--- config.mk ---
export PLATFORM = sky130hd
export DESIGN_NAME = wb_stage
export DESIGN_NICKNAME = d
export VERILOG_FILES = /design/src/common/isa_pkg.sv /design/src/rtl/wb_stage.sv
export SDC_FILE = /design/constraint.sdc
export NUM_CORES = 1
export LEC_CHECK = 0
export BUFFER_PORTS_ARGS = -buffer_cell sky130_fd_sc_hd__buf_4
export CAP_MARGIN = 20
export CORE_MARGIN = 2
export CORE_UTILIZATION = 30
export CTS_BUF_LIST = sky130_fd_sc_hd__clkbuf_16
export CTS_CLUSTER_DIAMETER = 60
export DETAILED_ROUTE_END_ITERATION = 8
export HOLD_SLACK_MARGIN = 0.03
export PLACE_DENSITY = 0.56
export SLEW_MARGIN = 25
export SYNTH_ARGS = -nofsm -noshare
export SYNTH_HDL_FRONTEND = slang
export SYNTH_SLANG_ARGS = --single-unit
--- constraint.sdc ---
create_clock -name clk -period 6.2 [get_ports clk]
set_input_delay 0.62 -clock clk [delete_from_list [all_inputs] [get_ports clk]]
set_output_delay 0.62 -clock clk [all_outputs]
set_load 0.05 [all_outputs]
--- src/common/isa_pkg.sv ---
// isa_pkg
// rv32 datapath widths and the funct3 encodings of loads and stores
package isa_pkg;

    localparam int xlen       = 32;
    localparam int reg_addr_w = 5;
    localparam int csr_we_w   = 4;
    localparam int funct3_w   = 3;

    // load funct3
    localparam logic [funct3_w-1:0] f3_lb  = 3'b000;
    localparam logic [funct3_w-1:0] f3_lh  = 3'b001;
    localparam logic [funct3_w-1:0] f3_lw  = 3'b010;
    localparam logic [funct3_w-1:0] f3_lbu = 3'b100;
    localparam logic [funct3_w-1:0] f3_lhu = 3'b101;

    // store funct3
    localparam logic [funct3_w-1:0] f3_sb  = 3'b000;
    localparam logic [funct3_w-1:0] f3_sh  = 3'b001;
    localparam logic [funct3_w-1:0] f3_sw  = 3'b010;

endpackage

--- src/rtl/wb_stage.sv ---
`timescale 1ns/100ps
// wb_stage
// picks the register write value and reports each retired instruction
module wb_stage import isa_pkg::*; (
    input  logic                  clk,
    input  logic                  rst_n,
    input  logic                  wb_valid,
    input  logic [xlen-1:0]       pc,
    input  logic [xlen-1:0]       inst,
    input  logic [reg_addr_w-1:0] rd,
    input  logic                  reg_we,
    input  logic [csr_we_w-1:0]   csr_we,
    input  logic [xlen-1:0]       csr_value,
    input  logic [xlen-1:0]       ex_result,
    input  logic [xlen-1:0]       load_data,
    input  logic                  is_load,
    input  logic                  jump,
    input  logic                  wb_hold,
    output logic                  wb_ready,
    output logic                  rf_we,
    output logic [reg_addr_w-1:0] rf_waddr,
    output logic [xlen-1:0]       rf_wdata,
    output logic                  commit,
    output logic [xlen-1:0]       commit_pc
);

    logic            xfer;
    logic [xlen-1:0] link_addr;
    logic [xlen-1:0] wr_value;

    assign wb_ready  = !wb_hold;
    assign xfer      = wb_valid && wb_ready;
    assign link_addr = pc + xlen'(4);  // jump return address

    always_comb begin
        if (jump)
            wr_value = link_addr;
        else if (is_load)
            wr_value = load_data;
        else if (csr_we != '0)
            wr_value = csr_value;  // csr read-back
        else
            wr_value = ex_result;
    end

    always_ff @(posedge clk) begin
        if (!rst_n) begin
            rf_we  <= 1'b0;
            commit <= 1'b0;
        end else begin
            rf_we  <= xfer && reg_we && (rd != '0);  // x0 never written
            commit <= xfer;
        end
    end

    always_ff @(posedge clk) begin
        if (xfer) begin
            rf_waddr  <= rd;
            rf_wdata  <= wr_value;
            commit_pc <= pc;
        end
    end

endmodule

==> out/results.ini, run 1 <==
[synthesis]
ys_seq_elements=71
ys_seq_area_share_pct=54.75
synthesis.nets=503
yosysWarnings=0
synth_area_per_cell_um2=11.83
synthesis.area_um2=3857
synthCells=326
ys.flop_type=edfxtp_1
synth_edf_count=69
async_flop_share_pct=0
ys_types=45

[setup_path]
crit_path_end_kind=flop
critical_path.max_fanout=20
crit_path_start_kind=input port
cp_slowest_cell=nor4_4
crit_buf_inv=2
crit_top_cell=buf_4
slowest_delay_ns=0.86
path_cells=buf_4 > nor4_4 > buf_4 > mux2_2 > o211ai_1 > o21ai_0
critical_path_arrival_ns=2.77
required_ns=6.27
crit_type=input port to flop
cp_top_family=simple AND/OR/NAND/NOR gates

[clock_network]
post-cts-setup-buffers=0
cts_hold_buffers=0
cts_tree=built
clk_path_buf_depth=2
clock-root-buffer=clkbuf_16
clkSlewWorstSetupHoldPaths_ns=0.06
cts_made_buffers=9
cts_num_sinks=71
htreeDepth=3
cts-resized-gates=0

[global_route]
antenna_found_initial=0
grt_overflow=0
grt_pass1_vias=3540
grt_max_degree=71
grt_pass1_wl_um=19260
grtUsageTotal_pct=18.01

[status]
outcome=complete, no violations

[timing]
fin_ws_ns=3.496
timing.final.crit_share_pct=43.62
rsz0062_at_grt=no
tightest_slew_ns=0.9792
finalSetupViolations=0
hold_viol=0
tns_ns=0
period_needed_ns=2.704
fmax_ghz=0.3698
finalMaxSlewViolations=0
slew-limit-headroom_pct=34.23

[cells_and_area]
layout.nets=709
diodes=0
mostFrequentLayoutCells=218 x buf_4, 69 x edfxtp_1, 40 x nand2_1, 30 x mux2i_1, 21 x o211a_1
nFillCells=1195
layout_commonest_cell=buf_4
drive_gt1_share_pct=44.51
area_delta_synth_final_pct=53.97

[pwr]
irDropWorstVdd_mv=0.1409
p_per_area_nw_per_um2=245.1
p_leak_nw=2.485

[placed_design]
io_buffers=215
place_congestion=0.7707
pre_cts_slack_ns=3.085
hpwlAfterDp_um=9095

[floorplanning]
io_pins=248
initial_core_util_pct=30.69
dieArea_um2=13780
die_width_um=117.4
row_count=41
coreArea_um2=12570
die_h_um=117.4

[detailed_routing]
vias=3504
drtIter0Drc=124
via_per_inst=4.942
drcViolationCount=0
wl_um=12250
routedWlPerCell_um=17.28
ant_nets=0
dr.pass1.iters=4

[run]
max_cap_violations=0

[worst_hold_path]
hp-class=input port to flop

-- synth_stat cells, types with 3 or more instances --
library cell	instances	share of area, %
and4_1	6	1.4
and3_1	4	0.65
o31a_1	3	0.68
o211ai_1	7	1.4
inv_1	3	0.29
a21oi_1	9	1.2
clkbuf_1	18	1.8
o21ai_0	3	0.39
or4_1	13	2.5
buf_2	4	0.52
mux2i_1	30	7.8
o21ai_1	3	0.39
nand3_1	13	1.7
nand4_1	9	1.5
a21boi_1	3	0.58
mux2_2	5	1.5
and2_1	3	0.49
nand2_1	40	3.9
xor2_1	11	2.5
a31oi_1	11	1.8
edfxtp_1	69	54
o31ai_1	10	1.9
o211a_1	21	5.4
-- metrics by stage --
| step | total power, mW | util [%] | cell area [um^2] | hold WS (ns) | std cells |
|---|---|---|---|---|---|
| finish | 1.456 | 47.26 | 5939 | 0.4685 | 709 |
| global route | 1.510 | 47.26 | 5939 | 0.4588 | 709 |
| CTS | 1.474 | 47.26 | 5939 | 0.4534 | 709 |
| detailed placement | 0.9331 | 44.83 | 5634 | 0.8096 | 693 |
| global placement | 0.9294 | 44.83 | 5634 | 0.8097 | 693 |
| floorplan | 0.7781 | - | 3857 | 0.7189 | 326 |
-- area by class of cell --
cell class	instances	area [um^2]	share of cell area (%)
multi-input combinational	228	1655	27.87
inverter	4	15.01	0.2528
clock buffer	9	225.2	3.792
sequential	71	2112	35.56
clock inverter	7	80.08	1.348
timing repair buffer	218	1637	27.55
tap	172	215.2	3.623
-- state kept, by name (all words and copies together) (netlist names) --
name,count
commit,1
commit_pc,32
rf_waddr,5
rf_wdata,32
rf_we,1
-- metal layers --
| layer | global-route usage [%] | vias up | wire [um] |
|---|---|---|---|
| li1 | - | 1712 | - |
| met1 | 22.54 | 1629 | 5202 |
| met2 | 29.93 | 153 | 6020 |
| met3 | 5.350 | 10 | 880 |
| met4 | 5.648 | 0 | 148 |
| met5 | 0 | - | 0 |
-- kinds of logic after synthesis --
kind of cell    Yosys count  synth area share, %
compound gates           77                15.37
buf+inv                  27                2.757
mux                      35                9.244
flops                    71                54.75
simple gates            103                14.82
xor+xnor                 12                2.725
fa+ha+maj                 1               0.3243
-- power breakdown --
| part | internal, mW | total, mW | switching [mW] | leakage, nW |
|---|---|---|---|---|
| clock network | 0.346 | 0.535 | 0.190 | 0.157 |
| logic | 0.133 | 0.344 | 0.210 | 1.66 |
| registers | 0.568 | 0.577 | 0.00930 | 0.666 |
-- final timing paths --
check / from / end / slack, ns / cells after the start
max: csr_we[1] / rf_wdata[2] / 3.50 / 6
min: pc[1] / commit_pc[1] / 0.47 / 1
Note: power is estimated with default switching activity, not from simulation.
==> run 2: changes to the inputs <==
==> constraint.sdc (replaced) <==
create_clock -name clk -period 2.7 [get_ports clk]
set_input_delay 0.27 -clock clk [delete_from_list [all_inputs] [get_ports clk]]
set_output_delay 0.27 -clock clk [all_outputs]
set_load 0.05 [all_outputs]
==> run 2 against run 1 <==
  * Wire length decreased by 0.63%
  * Combinational power up 130%
  * Clock-buffer cell count did not move
  * First-iteration DRC count is 11% higher
  * Via count up 1.6%
  * Design area increased by 0.38%
  * Critical path depth decreased by 1
  * Sequential power increased by 130%
  * Clock power grew 120%
==> out/results.ini, run 2 (same netlist as run 1, synthesis figures left out) <==
[status]
outcome=complete, no violations

[detailed_routing]
ant_nets=0
routedWlPerCell_um=17.12
drcViolationCount=0
wl_um=12170
vias=3560
via_per_inst=5.007
dr.pass1.iters=4
drtIter0Drc=138

[clock_network]
htreeDepth=3
cts_num_sinks=71
cts_hold_buffers=0
cts_made_buffers=9
post-cts-setup-buffers=0
clkSlewWorstSetupHoldPaths_ns=0.06
cts-resized-gates=0
cts_tree=built
clock-root-buffer=clkbuf_16
clk_path_buf_depth=2

[floorplanning]
initial_core_util_pct=30.69
row_count=41
die_width_um=117.4
coreArea_um2=12570
dieArea_um2=13780
io_pins=248
die_h_um=117.4

[cells_and_area]
drive_gt1_share_pct=44.90
mostFrequentLayoutCells=218 x buf_4, 69 x edfxtp_1, 40 x nand2_1, 30 x mux2i_1, 21 x o211a_1
layout.nets=711
utilization_pct=47.44
diodes=0
area_delta_synth_final_pct=54.56
design_area_um2=5962
layout_commonest_cell=buf_4
top_regs=commit_pc: 32 flops, rf_wdata: 32 flops, rf_waddr: 5 flops
layoutNonFillerInstCount=711

[setup_path]
required_ns=2.88
cp_slowest_cell=or4_1
critical_path_arrival_ns=2.00
critical_path.max_fanout=13
crit_path_start_kind=input port
crit_top_cell=or4_1
crit_path_end_kind=flop
slowest_delay_ns=0.69
crit_type=input port to flop
path_cells=buf_4 > nand4_2 > or4_1 > or4_1 > a31oi_1

[timing]
rsz0062_at_grt=no
fmax_ghz=0.5508
tns_ns=0
finalSetupViolations=0
hold_viol=0
slew-limit-headroom_pct=60.13
period_needed_ns=1.816
timing.final.crit_share_pct=67.24
hold_ws_ns=0.1189
finalMaxSlewViolations=0
tightest_slew_ns=0.5981
fin_ws_ns=0.8845

[pwr]
p_sw_mw=0.9690
p_leak_nw=2.483
p_per_area_nw_per_um2=551.6
totalPowerFinal_mw=3.289
clock_power_share_pct=35.6
irDropWorstVdd_mv=0.2082
switching_share_pct=29.46
pwr-share-seq_pct=40.2
intPower_mw=2.320
p_comb_share_pct=24.2

[run]
max_cap_violations=0

[worst_hold_path]
hp-class=input port to flop

[placed_design]
place_congestion=0.8277
pre_cts_slack_ns=0.5340
numPlacedInstances=695
hpwlAfterDp_um=9195
dpl_cell_area_um2=5674
io_buffers=215

[global_route]
antenna_found_initial=0
grt_overflow=0
grtUsageTotal_pct=17.62
grt_max_degree=71
grt_pass1_wl_um=18870
grt_pass1_vias=3544

-- run 2: cell types whose count changed in the layout (fill, tap and decap cells not counted), sizes merged --
cell	change
buf	+2
bufinv	-1
clkinv	+1
clkinvlp	+1
inv	-1
-- run 2: critical path, delay by kind of cell --
kind	cells	cell delay, ns
AOI/OAI and AO/OA	1	0.18
buffers and inverters	1	0.16
and+or+nand+nor	3	1.39
-- run 2: final cells by class --
cell class | count | area (um^2)
well taps | 172 | 215.2
fillers | 1187 | 6606
flip-flops and latches | 71 | 2112
clock buffers | 9 | 225.2
repair buffers | 220 | 1677
inverters | 4 | 15.01
multi-input cells | 228 | 1655
clock inverters | 7 | 62.56
-- run 2: power by group through the flow --
stage	Clock, mW	Combinational [mW]	Sequential (mW)
after global routing	1.23	0.844	1.33
final	1.17	0.796	1.32
after floorplan	0	0.167	1.62
after CTS	1.19	0.804	1.32
after global placement	0	0.797	1.34
after detailed placement	0	0.803	1.35
-- run 2: worst paths after layout --
check / startpoint / to / slack (ns) / cells past startpoint
setup / recovery: pc[9] / rf_wdata[28] / 0.88 / 5
hold / removal: rd[0] / rf_waddr[0] / 0.12 / 1
-- run 2: metal layers --
| layer | track usage [%] | vias up | routed length (um) |
|---|---|---|---|
| met5 | 0 | - | 0 |
| met4 | 4.819 | 0 | 158 |
| met3 | 5.837 | 12 | 938 |
| met2 | 29.02 | 149 | 5867 |
| met1 | 22.19 | 1684 | 5210 |
| li1 | - | 1715 | - |
