$ cat src/common/isa_pkg.sv
// isa_pkg
// rv32 datapath widths and the funct3 encodings of loads and stores
package isa_pkg;

    localparam int xlen       = 32;
    localparam int reg_addr_w = 5;
    localparam int csr_we_w   = 4;
    localparam int funct3_w   = 3;

    // load funct3
    localparam logic [funct3_w-1:0] f3_lb  = 3'b000;
    localparam logic [funct3_w-1:0] f3_lh  = 3'b001;
    localparam logic [funct3_w-1:0] f3_lw  = 3'b010;
    localparam logic [funct3_w-1:0] f3_lbu = 3'b100;
    localparam logic [funct3_w-1:0] f3_lhu = 3'b101;

    // store funct3
    localparam logic [funct3_w-1:0] f3_sb  = 3'b000;
    localparam logic [funct3_w-1:0] f3_sh  = 3'b001;
    localparam logic [funct3_w-1:0] f3_sw  = 3'b010;

endpackage

$ cat src/common/mem_pkg.sv
// mem_pkg
// data memory geometry, read latency, memory stage states and the
// byte/half/word view of one memory word
package mem_pkg;

    import isa_pkg::*;

    localparam int mem_words    = 256;
    localparam int mem_addr_w   = 8;         // log2 of mem_words
    localparam int sram_latency = 2;         // rd_en to rvalid
    localparam int strb_w       = xlen / 8;  // byte lanes per word

    // memory stage states
    localparam logic [1:0] st_idle      = 2'd0;
    localparam logic [1:0] st_issue     = 2'd1;
    localparam logic [1:0] st_wait_read = 2'd2;
    localparam logic [1:0] st_full      = 2'd3;

    typedef union packed {
        logic [xlen-1:0]                word;
        logic [strb_w/2-1:0][15:0]      half;
        logic [strb_w-1:0][7:0]         bytes;
    } mem_word_u;

endpackage

$ cat src/mem_stage/mem_align.sv
`timescale 1ns/100ps
// mem_align
// load lane select with sign/zero extension, store lane replication and strobes
module mem_align import isa_pkg::*, mem_pkg::*; (
    input  logic [funct3_w-1:0] funct3,
    input  logic [1:0]          byte_off,
    input  logic [xlen-1:0]     rdata,
    input  logic [xlen-1:0]     store_data,
    output logic [xlen-1:0]     load_data,
    output logic [xlen-1:0]     wdata,
    output logic [strb_w-1:0]   wstrb
);

    mem_word_u   rd_u;
    mem_word_u   wr_u;
    logic [7:0]  sel_byte;
    logic [15:0] sel_half;

    assign rd_u     = rdata;
    assign sel_byte = rd_u.bytes[byte_off];
    assign sel_half = rd_u.half[byte_off[1]];  // bit 0 ignored
    assign wdata    = wr_u.word;

    always_comb begin
        case (funct3)
            f3_lb:   load_data = {{(xlen-8){sel_byte[7]}}, sel_byte};
            f3_lh:   load_data = {{(xlen-16){sel_half[15]}}, sel_half};
            f3_lbu:  load_data = {{(xlen-8){1'b0}}, sel_byte};
            f3_lhu:  load_data = {{(xlen-16){1'b0}}, sel_half};
            default: load_data = rd_u.word;  // lw
        endcase
    end

    always_comb begin
        wr_u.word = store_data;
        wstrb     = '0;
        case (funct3)
            f3_sb: begin
                for (int i = 0; i < strb_w; i++)
                    wr_u.bytes[i] = store_data[7:0];
                wstrb[byte_off] = 1'b1;
            end
            f3_sh: begin
                for (int i = 0; i < strb_w / 2; i++)
                    wr_u.half[i] = store_data[15:0];
                wstrb = byte_off[1] ? 4'b1100 : 4'b0011;
            end
            f3_sw:   wstrb = '1;
            default: wstrb = '0;  // not a store width
        endcase
    end

endmodule

$ cat src/mem_stage/mem_stage.sv
`timescale 1ns/100ps
// mem_stage
// one-entry buffer between execute and writeback; fires the sram strobe
// for loads and stores and holds a load until its data returns
module mem_stage import isa_pkg::*, mem_pkg::*; (
    input  logic                  clk,
    input  logic                  rst_n,
    input  logic                  in_valid,
    input  logic [xlen-1:0]       pc,
    input  logic [xlen-1:0]       inst,
    input  logic [xlen-1:0]       ex_result,
    input  logic [xlen-1:0]       csr_value,
    input  logic [reg_addr_w-1:0] rd,
    input  logic                  reg_we,
    input  logic [csr_we_w-1:0]   csr_we,
    input  logic                  mem_ren,
    input  logic                  mem_wen,
    input  logic [funct3_w-1:0]   funct3,
    input  logic [xlen-1:0]       store_data,
    input  logic                  jump,
    input  logic [xlen-1:0]       rdata,
    input  logic                  rvalid,
    input  logic                  wb_ready,
    output logic                  in_ready,
    output logic                  rd_en,
    output logic                  wr_en,
    output logic [mem_addr_w-1:0] addr,
    output logic [xlen-1:0]       wdata,
    output logic [strb_w-1:0]     wstrb,
    output logic                  wb_valid,
    output logic [xlen-1:0]       wb_pc,
    output logic [xlen-1:0]       wb_inst,
    output logic [reg_addr_w-1:0] wb_rd,
    output logic                  wb_reg_we,
    output logic [csr_we_w-1:0]   wb_csr_we,
    output logic [xlen-1:0]       wb_csr_value,
    output logic [xlen-1:0]       wb_ex_result,
    output logic [xlen-1:0]       wb_load_data,
    output logic                  wb_is_load,
    output logic                  wb_jump
);

    logic [1:0]          state;
    logic                accept;
    logic                drain;
    logic [funct3_w-1:0] funct3_q;
    logic [xlen-1:0]     store_data_q;
    logic [xlen-1:0]     load_aligned;

    assign drain    = (state == st_full) && wb_ready;
    assign in_ready = (state == st_idle) || drain;
    assign accept   = in_valid && in_ready;
    assign wb_valid = (state == st_full);
    assign rd_en    = (state == st_issue);  // one cycle per load
    assign addr     = wb_ex_result[mem_addr_w+1:2];

    always_ff @(posedge clk) begin
        if (!rst_n) begin
            state <= st_idle;
        end else begin
            case (state)
                st_idle, st_full: begin
                    if (accept)
                        state <= mem_ren ? st_issue : st_full;
                    else if (drain)
                        state <= st_idle;
                end
                st_issue:     state <= st_wait_read;
                st_wait_read: if (rvalid) state <= st_full;
                default:      state <= st_idle;
            endcase
        end
    end

    // store strobe in the cycle after accept
    always_ff @(posedge clk) begin
        if (!rst_n)
            wr_en <= 1'b0;
        else
            wr_en <= accept && mem_wen && !mem_ren;
    end

    always_ff @(posedge clk) begin
        if (accept) begin
            wb_pc        <= pc;
            wb_inst      <= inst;
            wb_rd        <= rd;
            wb_reg_we    <= reg_we;
            wb_csr_we    <= csr_we;
            wb_csr_value <= csr_value;
            wb_ex_result <= ex_result;
            wb_is_load   <= mem_ren;
            wb_jump      <= jump;
            funct3_q     <= funct3;
            store_data_q <= store_data;
        end
        if (state == st_wait_read && rvalid)
            wb_load_data <= load_aligned;  // aligned read data
    end

    mem_align mem_align_inst (
        .funct3     (funct3_q),
        .byte_off   (wb_ex_result[1:0]),
        .rdata      (rdata),
        .store_data (store_data_q),
        .load_data  (load_aligned),
        .wdata      (wdata),
        .wstrb      (wstrb)
    );

endmodule

$ cat config.mk
export PLATFORM = sky130hd
export DESIGN_NAME = mem_stage
export DESIGN_NICKNAME = d
export VERILOG_FILES = /design/src/common/isa_pkg.sv /design/src/common/mem_pkg.sv /design/src/mem_stage/mem_align.sv /design/src/mem_stage/mem_stage.sv
export SDC_FILE = /design/constraint.sdc
export NUM_CORES = 1
export LEC_CHECK = 0
export ABC_AREA = 1
export BUFFER_PORTS_ARGS = -buffer_cell sky130_fd_sc_hd__buf_2
export CAP_MARGIN = 30
export CORE_AREA = 2 2 170 172
export DETAILED_ROUTE_END_ITERATION = 8
export DIE_AREA = 0 0 172 174
export PLACE_DENSITY_LB_ADDON = 0.05
export SLEW_MARGIN = 20
export SYNTH_ARGS = -nofsm -noshare
export SYNTH_HDL_FRONTEND = slang
export SYNTH_SLANG_ARGS = --single-unit
$ cat constraint.sdc
create_clock -name clk -period 8 [get_ports clk]
set_input_delay 2 -clock clk [delete_from_list [all_inputs] [get_ports clk]]
set_output_delay 2 -clock clk [all_outputs]
set_load 0.05 [all_outputs]
==> results of run 1 <==
## routing by layer
layer / vias to the layer above / part of all wire [%]
met2: 275 / 53
met3: 66 / 11
li1: 2610 / -
met1: 2544 / 32
met5: - / 0.36
met4: 14 / 3.7
## registers in the layout, summed over array words and instances (netlist names)
register      count
funct3_q          3
state             2
store_data_q     32
wb_csr_value     32
wb_csr_we         4
wb_ex_result     32
wb_inst          32
wb_is_load        1
wb_jump           1
wb_load_data     32
wb_pc            32
wb_rd             5
wb_reg_we         1
wr_en             1
## worst max-delay path, stage by stage, from the launching register on
cell and delay (ps):
sky130_fd_sc_hd__edfxtp_1 660, sky130_fd_sc_hd__buf_6 270, sky130_fd_sc_hd__inv_1 370, sky130_fd_sc_hd__nand2_4 250, sky130_fd_sc_hd__nor2_4 370, sky130_fd_sc_hd__inv_2 160, sky130_fd_sc_hd__o31ai_1 230, sky130_fd_sc_hd__buf_2 310
## power by group
| group | total, uW | internal (uW) | leakage, uW | switching [uW] |
|---|---|---|---|---|
| Combinational | 1750 | 316 | 0.00255 | 1430 |
| Sequential | 1650 | 1550 | 0.00198 | 96.8 |
| Clock | 1140 | 698 | 0.000395 | 440 |
| Total | 4540 | 2560 | 0.00493 | 1970 |
## placed cells by master (no fill, tap or decap), drive strengths merged
cell type  netlist  routed
nand3b           1       1
buf             28     436
nor2            11      11
a22oi           13      13
bufinv           0       4
a21oi            6       6
dfxtp            3       3
o21ai           13      13
ha               4       4
clkinv           0      10
inv             34      34
clkbuf           2      29
diode            0       7
o211ai          12      12
edfxtp         207     207
nand2          131     131
nand3           18      18
o31ai            4       4
clkinvlp         0       2
## cell type report
type / count / area, sq um
multi-input combinational: 213 / 1130
sequential: 210 / 6280
clock buffer: 29 / 641
clock inverter: 16 / 178
tap: 384 / 480
antenna: 7 / 17.5
inverter: 34 / 138
fill: 2829 / 17200
timing repair buffer: 436 / 2200
## how the worst max path moves through the flow
stage	depth (start not counted)	to	slack [ps]
finish	7	wstrb[0]	2860
global placement	6	wstrb[0]	3330
detailed placement	7	wstrb[0]	3340
floorplan	4	funct3_q[0]	1500
global route	7	wstrb[0]	2570
CTS	7	wstrb[0]	2770
## per-stage QoR
| stage | hold slack (ps) | cells | util, % | power, uW |
|---|---|---|---|---|
| floorplan | 555 | 487 | - | 3040 |
| global placement | 608 | 1276 | 36.2 | 3450 |
| detailed placement | 596 | 1277 | 36.2 | 3440 |
| CTS | 604 | 1322 | 39.1 | 4600 |
| global route | 661 | 1327 | 39.2 | 4740 |
| finish | 600 | 1329 | 39.2 | 4540 |
## logic make-up after synthesis
logic type	after synthesis	share of synthesized area, %
DFF	210	80.6
and+or+nand+nor	161	9.69
buffers and inverters	64	4.82
AOI/OAI and AO/OA	48	4.24
adders and majority gates	4	0.643
==> impl_metrics.csv, run 1 <==
group,metric,value,unit
synthesis,sequential_fraction_of_the_synthesis_area,80.6,%
cts,cts_resized,0,
detailed_routing,wl_per_cell,18.8,um
cts,cts-root-buf,"sky130_fd_sc_hd__clkbuf_16",
detailed_routing,drtIter0Drc,389,
global_routing,first_global_vias,5764,
synthesis,synth_cell_type_count,29,
cells_and_area,finish.net_count,1137,
global_routing,grt_use_met3,6.56,%
detailed_routing,first_pass_iters,4,
die,dieArea,29900,sq um
synthesis,synth_area_per_cell,16.0,sq um
cts,worstSkewPairLatency,520,ps
worst_hold_path,hold_path_startpoint,"state[1]",
sta,timing.setup.tns,0,ps
worst_setup_path,r2r_start,"funct3_q[1]",
worst_setup_path,crit_required,6000,ps
worst_setup_path,end_kind,"output pin",
synthesis,yosys_warnings,0,
sta,final_period_minus_worst_setup_slack,5140,ps
place,postPlaceCellArea,10200,sq um
synthesis,synth_top_flop_cell,"sky130_fd_sc_hd__edfxtp_1",
cells_and_area,final_cell_area,11100,sq um
detailed_routing,drcViolationCount,0,
die,placementRows,62,
synthesis,netlist_area,7790,sq um
synthesis,post-synth-top-area-cell,"sky130_fd_sc_hd__edfxtp_1",
cells_and_area,layout-area-overhead-vs-synth,42.1,%
worst_setup_path,critical_path_arrival,3140,ps
global_routing,globalRouteOverflowTotal,0,
sta,timing.max_slew.rel_slack,37.0,%
synthesis,synth.top_cells.by_area,"sky130_fd_sc_hd__edfxtp_1 80%, sky130_fd_sc_hd__nand2_1 5.9%, sky130_fd_sc_hd__buf_4 1.6%",
power,cellPowerDensity,410,nW/um^2
power,ir_worst_vdd,0.187,mV
synthesis,synth_largest_type_area_fraction,79.8,%
detailed_routing,finalWirelength,24900,um
sta,fin_ws,2860,ps
sta,setup-violations-final,0,
status,outcome,"finished, final reports clean",
detailed_routing,antenna_left,0,
synthesis,synth_edf_count,207,
cts,cts_setup_buffers,0,
global_routing,maximum_number_of_pins_on_one_net_before_global_route_repair,76,
worst_hold_path,min_to,"state[1]",
cts,ctsHoldBuffers,0,
worst_hold_path,hold-path-cell-count,4,
sta,worstMarginPinSlew,945,ps
synthesis,yosysMostFrequentCell,"sky130_fd_sc_hd__edfxtp_1",
cts,cts-root-to-sink-buffers,3,
global_routing,grt_use_met1,15.9,%
synthesis,postSynthRegisterBits,210,
power,power.leakage,0.00493,uW
worst_setup_path,timing.reg2reg.worst_path_depth,6,
global_routing,grt_first_pass_wirelength,35400,um
worst_setup_path,r2r-end,"wb_load_data[21]",
cells_and_area,drive_gt1_share,53.5,%
detailed_routing,dr_vias,5509,
cts,clk_pin_slew_worst_paths,60,ps
cts,cts.sinks,210,
sta,fmax,194,MHz
worst_setup_path,cp_max_fo,19,
global_routing,grt_antenna_before_repair,16,
detailed_routing,route.detailed.vias_per_inst,4.15,
sta,timing_hold_violations_final,0,
worst_setup_path,cp-startpoint,"funct3_q[1]",
global_routing,gr-usage-all-layers,16.3,%
cts,htree_num_levels,1,
die,die_x,172,um
worst_setup_path,crit_path_launch_type,"register",
cts,tritoncts_clock_tree,"done",
place,gpl.final_weighted_congestion,0.762,
synthesis,syn_inst,487,
synthesis,syn-num-nets,704,
global_routing,grt_util_met2,30.1,%
worst_hold_path,holdCritPathClass,"register to register",
synthesis,netlist_top_cells_count,"207 x sky130_fd_sc_hd__edfxtp_1, 122 x sky130_fd_sc_hd__nand2_1, 29 x sky130_fd_sc_hd__inv_1, 17 x sky130_fd_sc_hd__buf_4, 13 x sky130_fd_sc_hd__a22oi_1",
cts,cts_made_buffers,25,
worst_setup_path,setup.worst_path.class,"register to output pin",
die,core_region,28200,sq um
synthesis,synth-async-reset-ratio,0,%
sta,maxSlewViolCount,0,
job,max_cap_viol_count,0,
place,place_worst_setup_slack,3340,ps
place,port_buffers,432,
place,detailed_place_hpwl,19300,um
worst_setup_path,rrSetupSlack,5370,ps
die,die_h,174,um
global_routing,globalRoute.busiestLayer,"met2",
die,ios,433,
sta,period_share,64.3,%
die,effective_utilization_at_floorplan,27.6,%
sta,rsz_0062_raised_after_global_routing,"no",
sta,skew,14.5,ps
Note: power is estimated with default switching activity, not from simulation.
==> inputs of run 2 (changes only) <==
--- a/config.mk
+++ b/config.mk
@@ -8,9 +8,9 @@
 export ABC_AREA = 1
 export BUFFER_PORTS_ARGS = -buffer_cell sky130_fd_sc_hd__buf_2
 export CAP_MARGIN = 30
-export CORE_AREA = 2 2 170 172
+export CORE_AREA = 2 2 167 169
 export DETAILED_ROUTE_END_ITERATION = 8
-export DIE_AREA = 0 0 172 174
+export DIE_AREA = 0 0 169 171
 export PLACE_DENSITY_LB_ADDON = 0.05
 export SLEW_MARGIN = 20
 export SYNTH_ARGS = -nofsm -noshare
==> constraint.sdc (replaced) <==
create_clock -name clk -period 5 [get_ports clk]
set_input_delay 1.25 -clock clk [delete_from_list [all_inputs] [get_ports clk]]
set_output_delay 1.25 -clock clk [all_outputs]
set_load 0.05 [all_outputs]
==> impl_metrics.csv, run 2 (same netlist as run 1, synthesis figures left out) <==
group,metric,value,unit
sta,period_share,80.7,%
detailed_routing,dr.max_layer_used,"met5",
detailed_routing,wire_length_on_met1,8050,um
cells_and_area,utilization_of_the_core_after_routing,40.1,%
cts,worstSkewPairLatency,510,ps
detailed_routing,antenna_left,0,
worst_hold_path,holdCritPathClass,"register to register",
detailed_routing,route.detailed.vias_per_inst,4.29,
cells_and_area,final_cell_mix,"432 x sky130_fd_sc_hd__buf_2, 207 x sky130_fd_sc_hd__edfxtp_1, 122 x sky130_fd_sc_hd__nand2_1",
worst_setup_path,worst_path_dominant_cell_family,"buffers and inverters",
die,effective_utilization_at_floorplan,28.5,%
cts,cts.sinks,210,
die,dieArea,28900,sq um
sta,rsz_0062_raised_after_global_routing,"no",
sta,fin_ws,965,ps
worst_setup_path,cp-startpoint,"funct3_q[1]",
cts,cts-root-to-sink-buffers,3,
cells_and_area,drive_gt1_share,53.0,%
worst_hold_path,hold-path-cell-count,4,
worst_setup_path,crit_buf_inv,3,
cells_and_area,post_layout_nonfiller_instances,1288,
global_routing,maximum_number_of_pins_on_one_net_before_global_route_repair,94,
worst_setup_path,end_kind,"output pin",
detailed_routing,dr_vias,5530,
place,place_worst_setup_slack,1510,ps
global_routing,grt_antenna_before_repair,11,
detailed_routing,met2_wirelength,12900,um
detailed_routing,first_pass_iters,4,
cells_and_area,layout-area-overhead-vs-synth,40.6,%
cts,cts_made_buffers,25,
power,ir_worst_vdd,0.309,mV
sta,final_period_minus_worst_setup_slack,4030,ps
worst_setup_path,crit_required,3750,ps
cts,htree_num_levels,1,
worst_setup_path,rrSetupSlack,2790,ps
sta,setup-violations-final,0,
global_routing,globalRouteOverflowTotal,0,
worst_setup_path,r2r-end,"wb_load_data[16]",
sta,timing.setup.tns,0,ps
worst_setup_path,crit_path_launch_type,"register",
worst_setup_path,critical_path.slowest_cell,"sky130_fd_sc_hd__inv_1",
worst_setup_path,cp_max_fo,19,
sta,skew,7.33,ps
die,placementRows,61,
worst_setup_path,timing.reg2reg.worst_path_depth,7,
global_routing,gr-usage-all-layers,15.7,%
cts,cts_setup_buffers,0,
sta,timing_hold_violations_final,0,
worst_hold_path,hold_path_startpoint,"state[1]",
power,cellPowerDensity,646,nW/um^2
place,gpl.final_weighted_congestion,0.840,
status,outcome,"finished, final reports clean",
power,power.leakage,0.00489,uW
die,die_x,169,um
global_routing,grt_first_pass_wirelength,34100,um
place,detailed_place_hpwl,18700,um
sta,maxSlewViolCount,0,
worst_hold_path,min_to,"state[1]",
worst_setup_path,r2r_start,"wb_ex_result[1]",
cts,clk_pin_slew_worst_paths,60,ps
detailed_routing,wl_per_cell,18.6,um
cells_and_area,finish.net_count,1137,
detailed_routing,wl_met3,2360,um
detailed_routing,finalWirelength,23900,um
die,core_region,27300,sq um
cts,cts_resized,0,
cts,ctsHoldBuffers,0,
worst_setup_path,critical_path_arrival,2780,ps
worst_setup_path,slowest_delay,400,ps
place,port_buffers,432,
global_routing,first_global_vias,5701,
place,numPlacedInstances,1238,
die,die_h,171,um
die,ios,433,
sta,worstMarginPinSlew,876,ps
worst_setup_path,path_cells,"inv_1 -> nand2_4 -> nor2_4 -> inv_2 -> o31ai_1 -> buf_2",
detailed_routing,drtIter0Drc,266,
job,max_cap_viol_count,0,
sta,timing.max_slew.rel_slack,41.6,%
sta,fmax,248,MHz
cts,cts-root-buf,"sky130_fd_sc_hd__clkbuf_16",
worst_setup_path,setup.worst_path.class,"register to output pin",
cts,tritoncts_clock_tree,"done",
detailed_routing,drcViolationCount,0,
worst_setup_path,worstSetupPathDepth,6,
cells_and_area,most_frequent_standard_cell_in_the_layout_excluding_fill_and_tap_cells,"sky130_fd_sc_hd__buf_2",
[run 2: area by class of cell]
class | instances | area [sq um]
fillers | 2653 | 16400
well taps | 346 | 433
clock inverters | 8 | 60.1
clock buffers | 36 | 667
inverters | 34 | 136
multi-input cells | 213 | 1130
flip-flops and latches | 210 | 6280
diodes | 5 | 12.5
repair buffers | 436 | 2230
[run 2: power breakdown]
group	internal [uW]	switching [uW]	total, uW
sequential	2480	144	2620
combinational	524	2300	2830
clock	969	658	1630
[run 2: through the flow]
step | power [uW] | area (sq um) | hold slack [ps]
after floorplan | 4850 | 7790 | 555
after global placement | 5500 | 10200 | 596
after detailed placement | 5510 | 10200 | 599
after CTS | 7180 | 10900 | 608
after global routing | 7400 | 10900 | 644
final | 7080 | 10900 | 602
[run 2: worst max path at each step]
stage | endpoint | slack (ps)
after floorplan | funct3_q[0] | 120
after global placement | wstrb[0] | 1600
after detailed placement | wstrb[0] | 1510
after CTS | wstrb[0] | 920
after global routing | wstrb[0] | 760
final | wstrb[0] | 970
[run 2: worst register-to-register path: stages (launching register included)]
cell and delay [ps]:
sky130_fd_sc_hd__edfxtp_1 920, sky130_fd_sc_hd__inv_4 180, sky130_fd_sc_hd__nand2_1 130, sky130_fd_sc_hd__nand2_2 100
sky130_fd_sc_hd__nand2_1 90, sky130_fd_sc_hd__nand2_2 70, sky130_fd_sc_hd__nand2_4 270, sky130_fd_sc_hd__o211ai_1 170
[run 2: metal layers]
layer	GRT usage, %	up-vias
li1	-	2611
met1	16.0	2595
met2	29.7	268
met3	6.34	44
met4	4.24	12
met5	0	-
==> inputs of run 3 (changes only) <==
--- a/config.mk
+++ b/config.mk
@@ -8,9 +8,9 @@
 export ABC_AREA = 1
 export BUFFER_PORTS_ARGS = -buffer_cell sky130_fd_sc_hd__buf_2
 export CAP_MARGIN = 30
-export CORE_AREA = 2 2 167 169
+export CORE_AREA = 2 2 170 172
 export DETAILED_ROUTE_END_ITERATION = 8
-export DIE_AREA = 0 0 169 171
+export DIE_AREA = 0 0 172 174
 export PLACE_DENSITY_LB_ADDON = 0.05
 export SLEW_MARGIN = 20
 export SYNTH_ARGS = -nofsm -noshare
==> constraint.sdc (replaced) <==
create_clock -name clk -period 3.6 [get_ports clk]
set_input_delay 0.9 -clock clk [delete_from_list [all_inputs] [get_ports clk]]
set_output_delay 0.9 -clock clk [all_outputs]
set_load 0.05 [all_outputs]
==> impl_metrics.csv, run 3 (same netlist as run 1, synthesis figures left out) <==
group,metric,value,unit
die,effective_utilization_at_floorplan,27.6,%
place,postPlaceCellArea,10300,sq um
cells_and_area,final_cell_mix,"432 x sky130_fd_sc_hd__buf_2, 207 x sky130_fd_sc_hd__edfxtp_1, 119 x sky130_fd_sc_hd__nand2_1",
sta,timing_hold_violations_final,0,
detailed_routing,antenna_left,0,
sta,worstMarginPinSlew,686,ps
global_routing,gr-usage-all-layers,15.8,%
worst_setup_path,crit_required,2700,ps
detailed_routing,dr_vias,5500,
die,dieArea,29900,sq um
cts,cts_resized,0,
cells_and_area,final_cell_area,11100,sq um
die,die_h,174,um
die,ios,433,
detailed_routing,route.detailed.vias_per_inst,4.12,
sta,rsz_0062_raised_after_global_routing,"no",
detailed_routing,wl_per_cell,18.4,um
worst_setup_path,r2r-end,"wb_load_data[17]",
global_routing,grt_first_pass_wirelength,34500,um
place,port_buffers,432,
sta,fmax,311,MHz
global_routing,maximum_number_of_pins_on_one_net_before_global_route_repair,66,
place,gpl.final_weighted_congestion,0.784,
sta,hold_ws,545,ps
cts,cts-root-buf,"sky130_fd_sc_hd__clkbuf_16",
worst_setup_path,end_kind,"output pin",
sta,fin_ws,384,ps
worst_hold_path,min_to,"wb_ex_result[28]",
worst_setup_path,cp-startpoint,"funct3_q[1]",
cells_and_area,finish.net_count,1142,
job,max_cap_viol_count,0,
place,detailed_place_hpwl,19300,um
cts,ctsHoldBuffers,0,
cts,clk_pin_slew_worst_paths,60,ps
cells_and_area,drive_gt1_share,53.8,%
worst_hold_path,holdCritPathClass,"primary input to register",
cts,cts_made_buffers,25,
sta,maxSlewViolCount,0,
sta,final_period_minus_worst_setup_slack,3220,ps
detailed_routing,first_pass_iters,4,
status,outcome,"finished, final reports clean",
global_routing,grt_antenna_before_repair,14,
cells_and_area,area.sequential,6280,sq um
power,totalPowerFinal,10100,uW
worst_setup_path,cp_max_fo,19,
cts,worstSkewPairLatency,530,ps
power,power.leakage,0.00496,uW
power,ir_worst_vdd,0.483,mV
detailed_routing,drtIter0Drc,357,
place,numPlacedInstances,1281,
cells_and_area,area_used_by_multi_input_combinational_logic,1170,sq um
sta,period_share,89.3,%
power,cellPowerDensity,905,nW/um^2
worst_setup_path,r2r_start,"wb_ex_result[1]",
detailed_routing,drcViolationCount,0,
cts,cts-root-to-sink-buffers,3,
sta,timing.max_slew.rel_slack,54.1,%
global_routing,first_global_vias,5501,
die,core_region,28200,sq um
cells_and_area,layout-area-overhead-vs-synth,43.2,%
die,die_x,172,um
die,placementRows,62,
cells_and_area,most_frequent_standard_cell_in_the_layout_excluding_fill_and_tap_cells,"sky130_fd_sc_hd__buf_2",
place,place_worst_setup_slack,690,ps
sta,setup-violations-final,0,
cells_and_area,fill_cells,2834,
cts,tritoncts_clock_tree,"done",
worst_setup_path,setup.worst_path.class,"register to output pin",
worst_hold_path,hold-path-cell-count,1,
cells_and_area,post_layout_nonfiller_instances,1336,
worst_hold_path,hold_path_startpoint,"ex_result[28]",
cts,htree_num_levels,1,
worst_setup_path,rrSetupSlack,1610,ps
detailed_routing,finalWirelength,24600,um
cts,cts.sinks,210,
sta,skew,4.56,ps
worst_setup_path,timing.reg2reg.worst_path_depth,7,
worst_setup_path,crit_path_launch_type,"register",
global_routing,globalRouteOverflowTotal,0,
worst_setup_path,critical_path_arrival,2320,ps
==> run 3: cell types whose count changed in the layout (fill, tap and decap cells not counted), sizes merged <==
cell and delta:
buf +5, clkbuf -3, bufinv +2, clkinvlp +1
diode +4, inv +1
==> run 3: power by group <==
group	switching (uW)	internal [uW]
Combinational	3240	745
Clock	986	1500
Sequential	177	3440
Total	4410	5680
==> run 3: area by class of cell <==
| cell class | count | area share, % |
|---|---|---|
| flip-flops and latches | 210 | 56.3 |
| inverters | 34 | 1.22 |
| diodes | 9 | 0.202 |
| repair buffers | 441 | 20.2 |
| multi-input cells | 213 | 10.5 |
| clock inverters | 12 | 1.31 |
| clock buffers | 33 | 5.88 |
| well taps | 384 | 4.31 |
==> run 3: repair_timing <==
| item | CTS | global route |
|---|---|---|
| setup endpoints to repair | 0 | 1 |
| setup buffers | 0 | 1 |
| endpoints found under the hold margin | 0 | 0 |
==> run 3: critical path, stage by stage (launching register included) <==
cell and delay [ps]:
sky130_fd_sc_hd__edfxtp_1 380, sky130_fd_sc_hd__inv_1 60, sky130_fd_sc_hd__buf_4 210, sky130_fd_sc_hd__nand2_4 190
sky130_fd_sc_hd__nor2_4 200, sky130_fd_sc_hd__inv_2 100, sky130_fd_sc_hd__o31ai_1 310, sky130_fd_sc_hd__buf_2 330
==> run 3: metal layers <==
layer	GRT usage, %	up-vias	wire length, um
met1	16.5	2555	8400
met2	28.3	258	12800
met4	5.67	10	851
li1	-	2625	-
met3	6.51	52	2450
met5	0	-	51
==> run 3: how the worst max path moves through the flow <==
stage,to,slack [ps],depth (start not counted)
finish,wstrb[2],380,7
global route,wstrb[2],240,7
CTS,wstrb[2],120,7
detailed placement,wstrb[2],690,7
global placement,wstrb[0],700,7
floorplan,funct3_q[0],-540,4
==> run 3: metrics by stage <==
step / util, % / TNS, ps
6_report: 39.5 / 0
5_1_grt: 39.4 / 0
4_1_cts: 39.4 / 0
3_5_place_dp: 36.5 / 0
3_3_place_gp: 36.5 / 0
2_1_floorplan: - / -94930
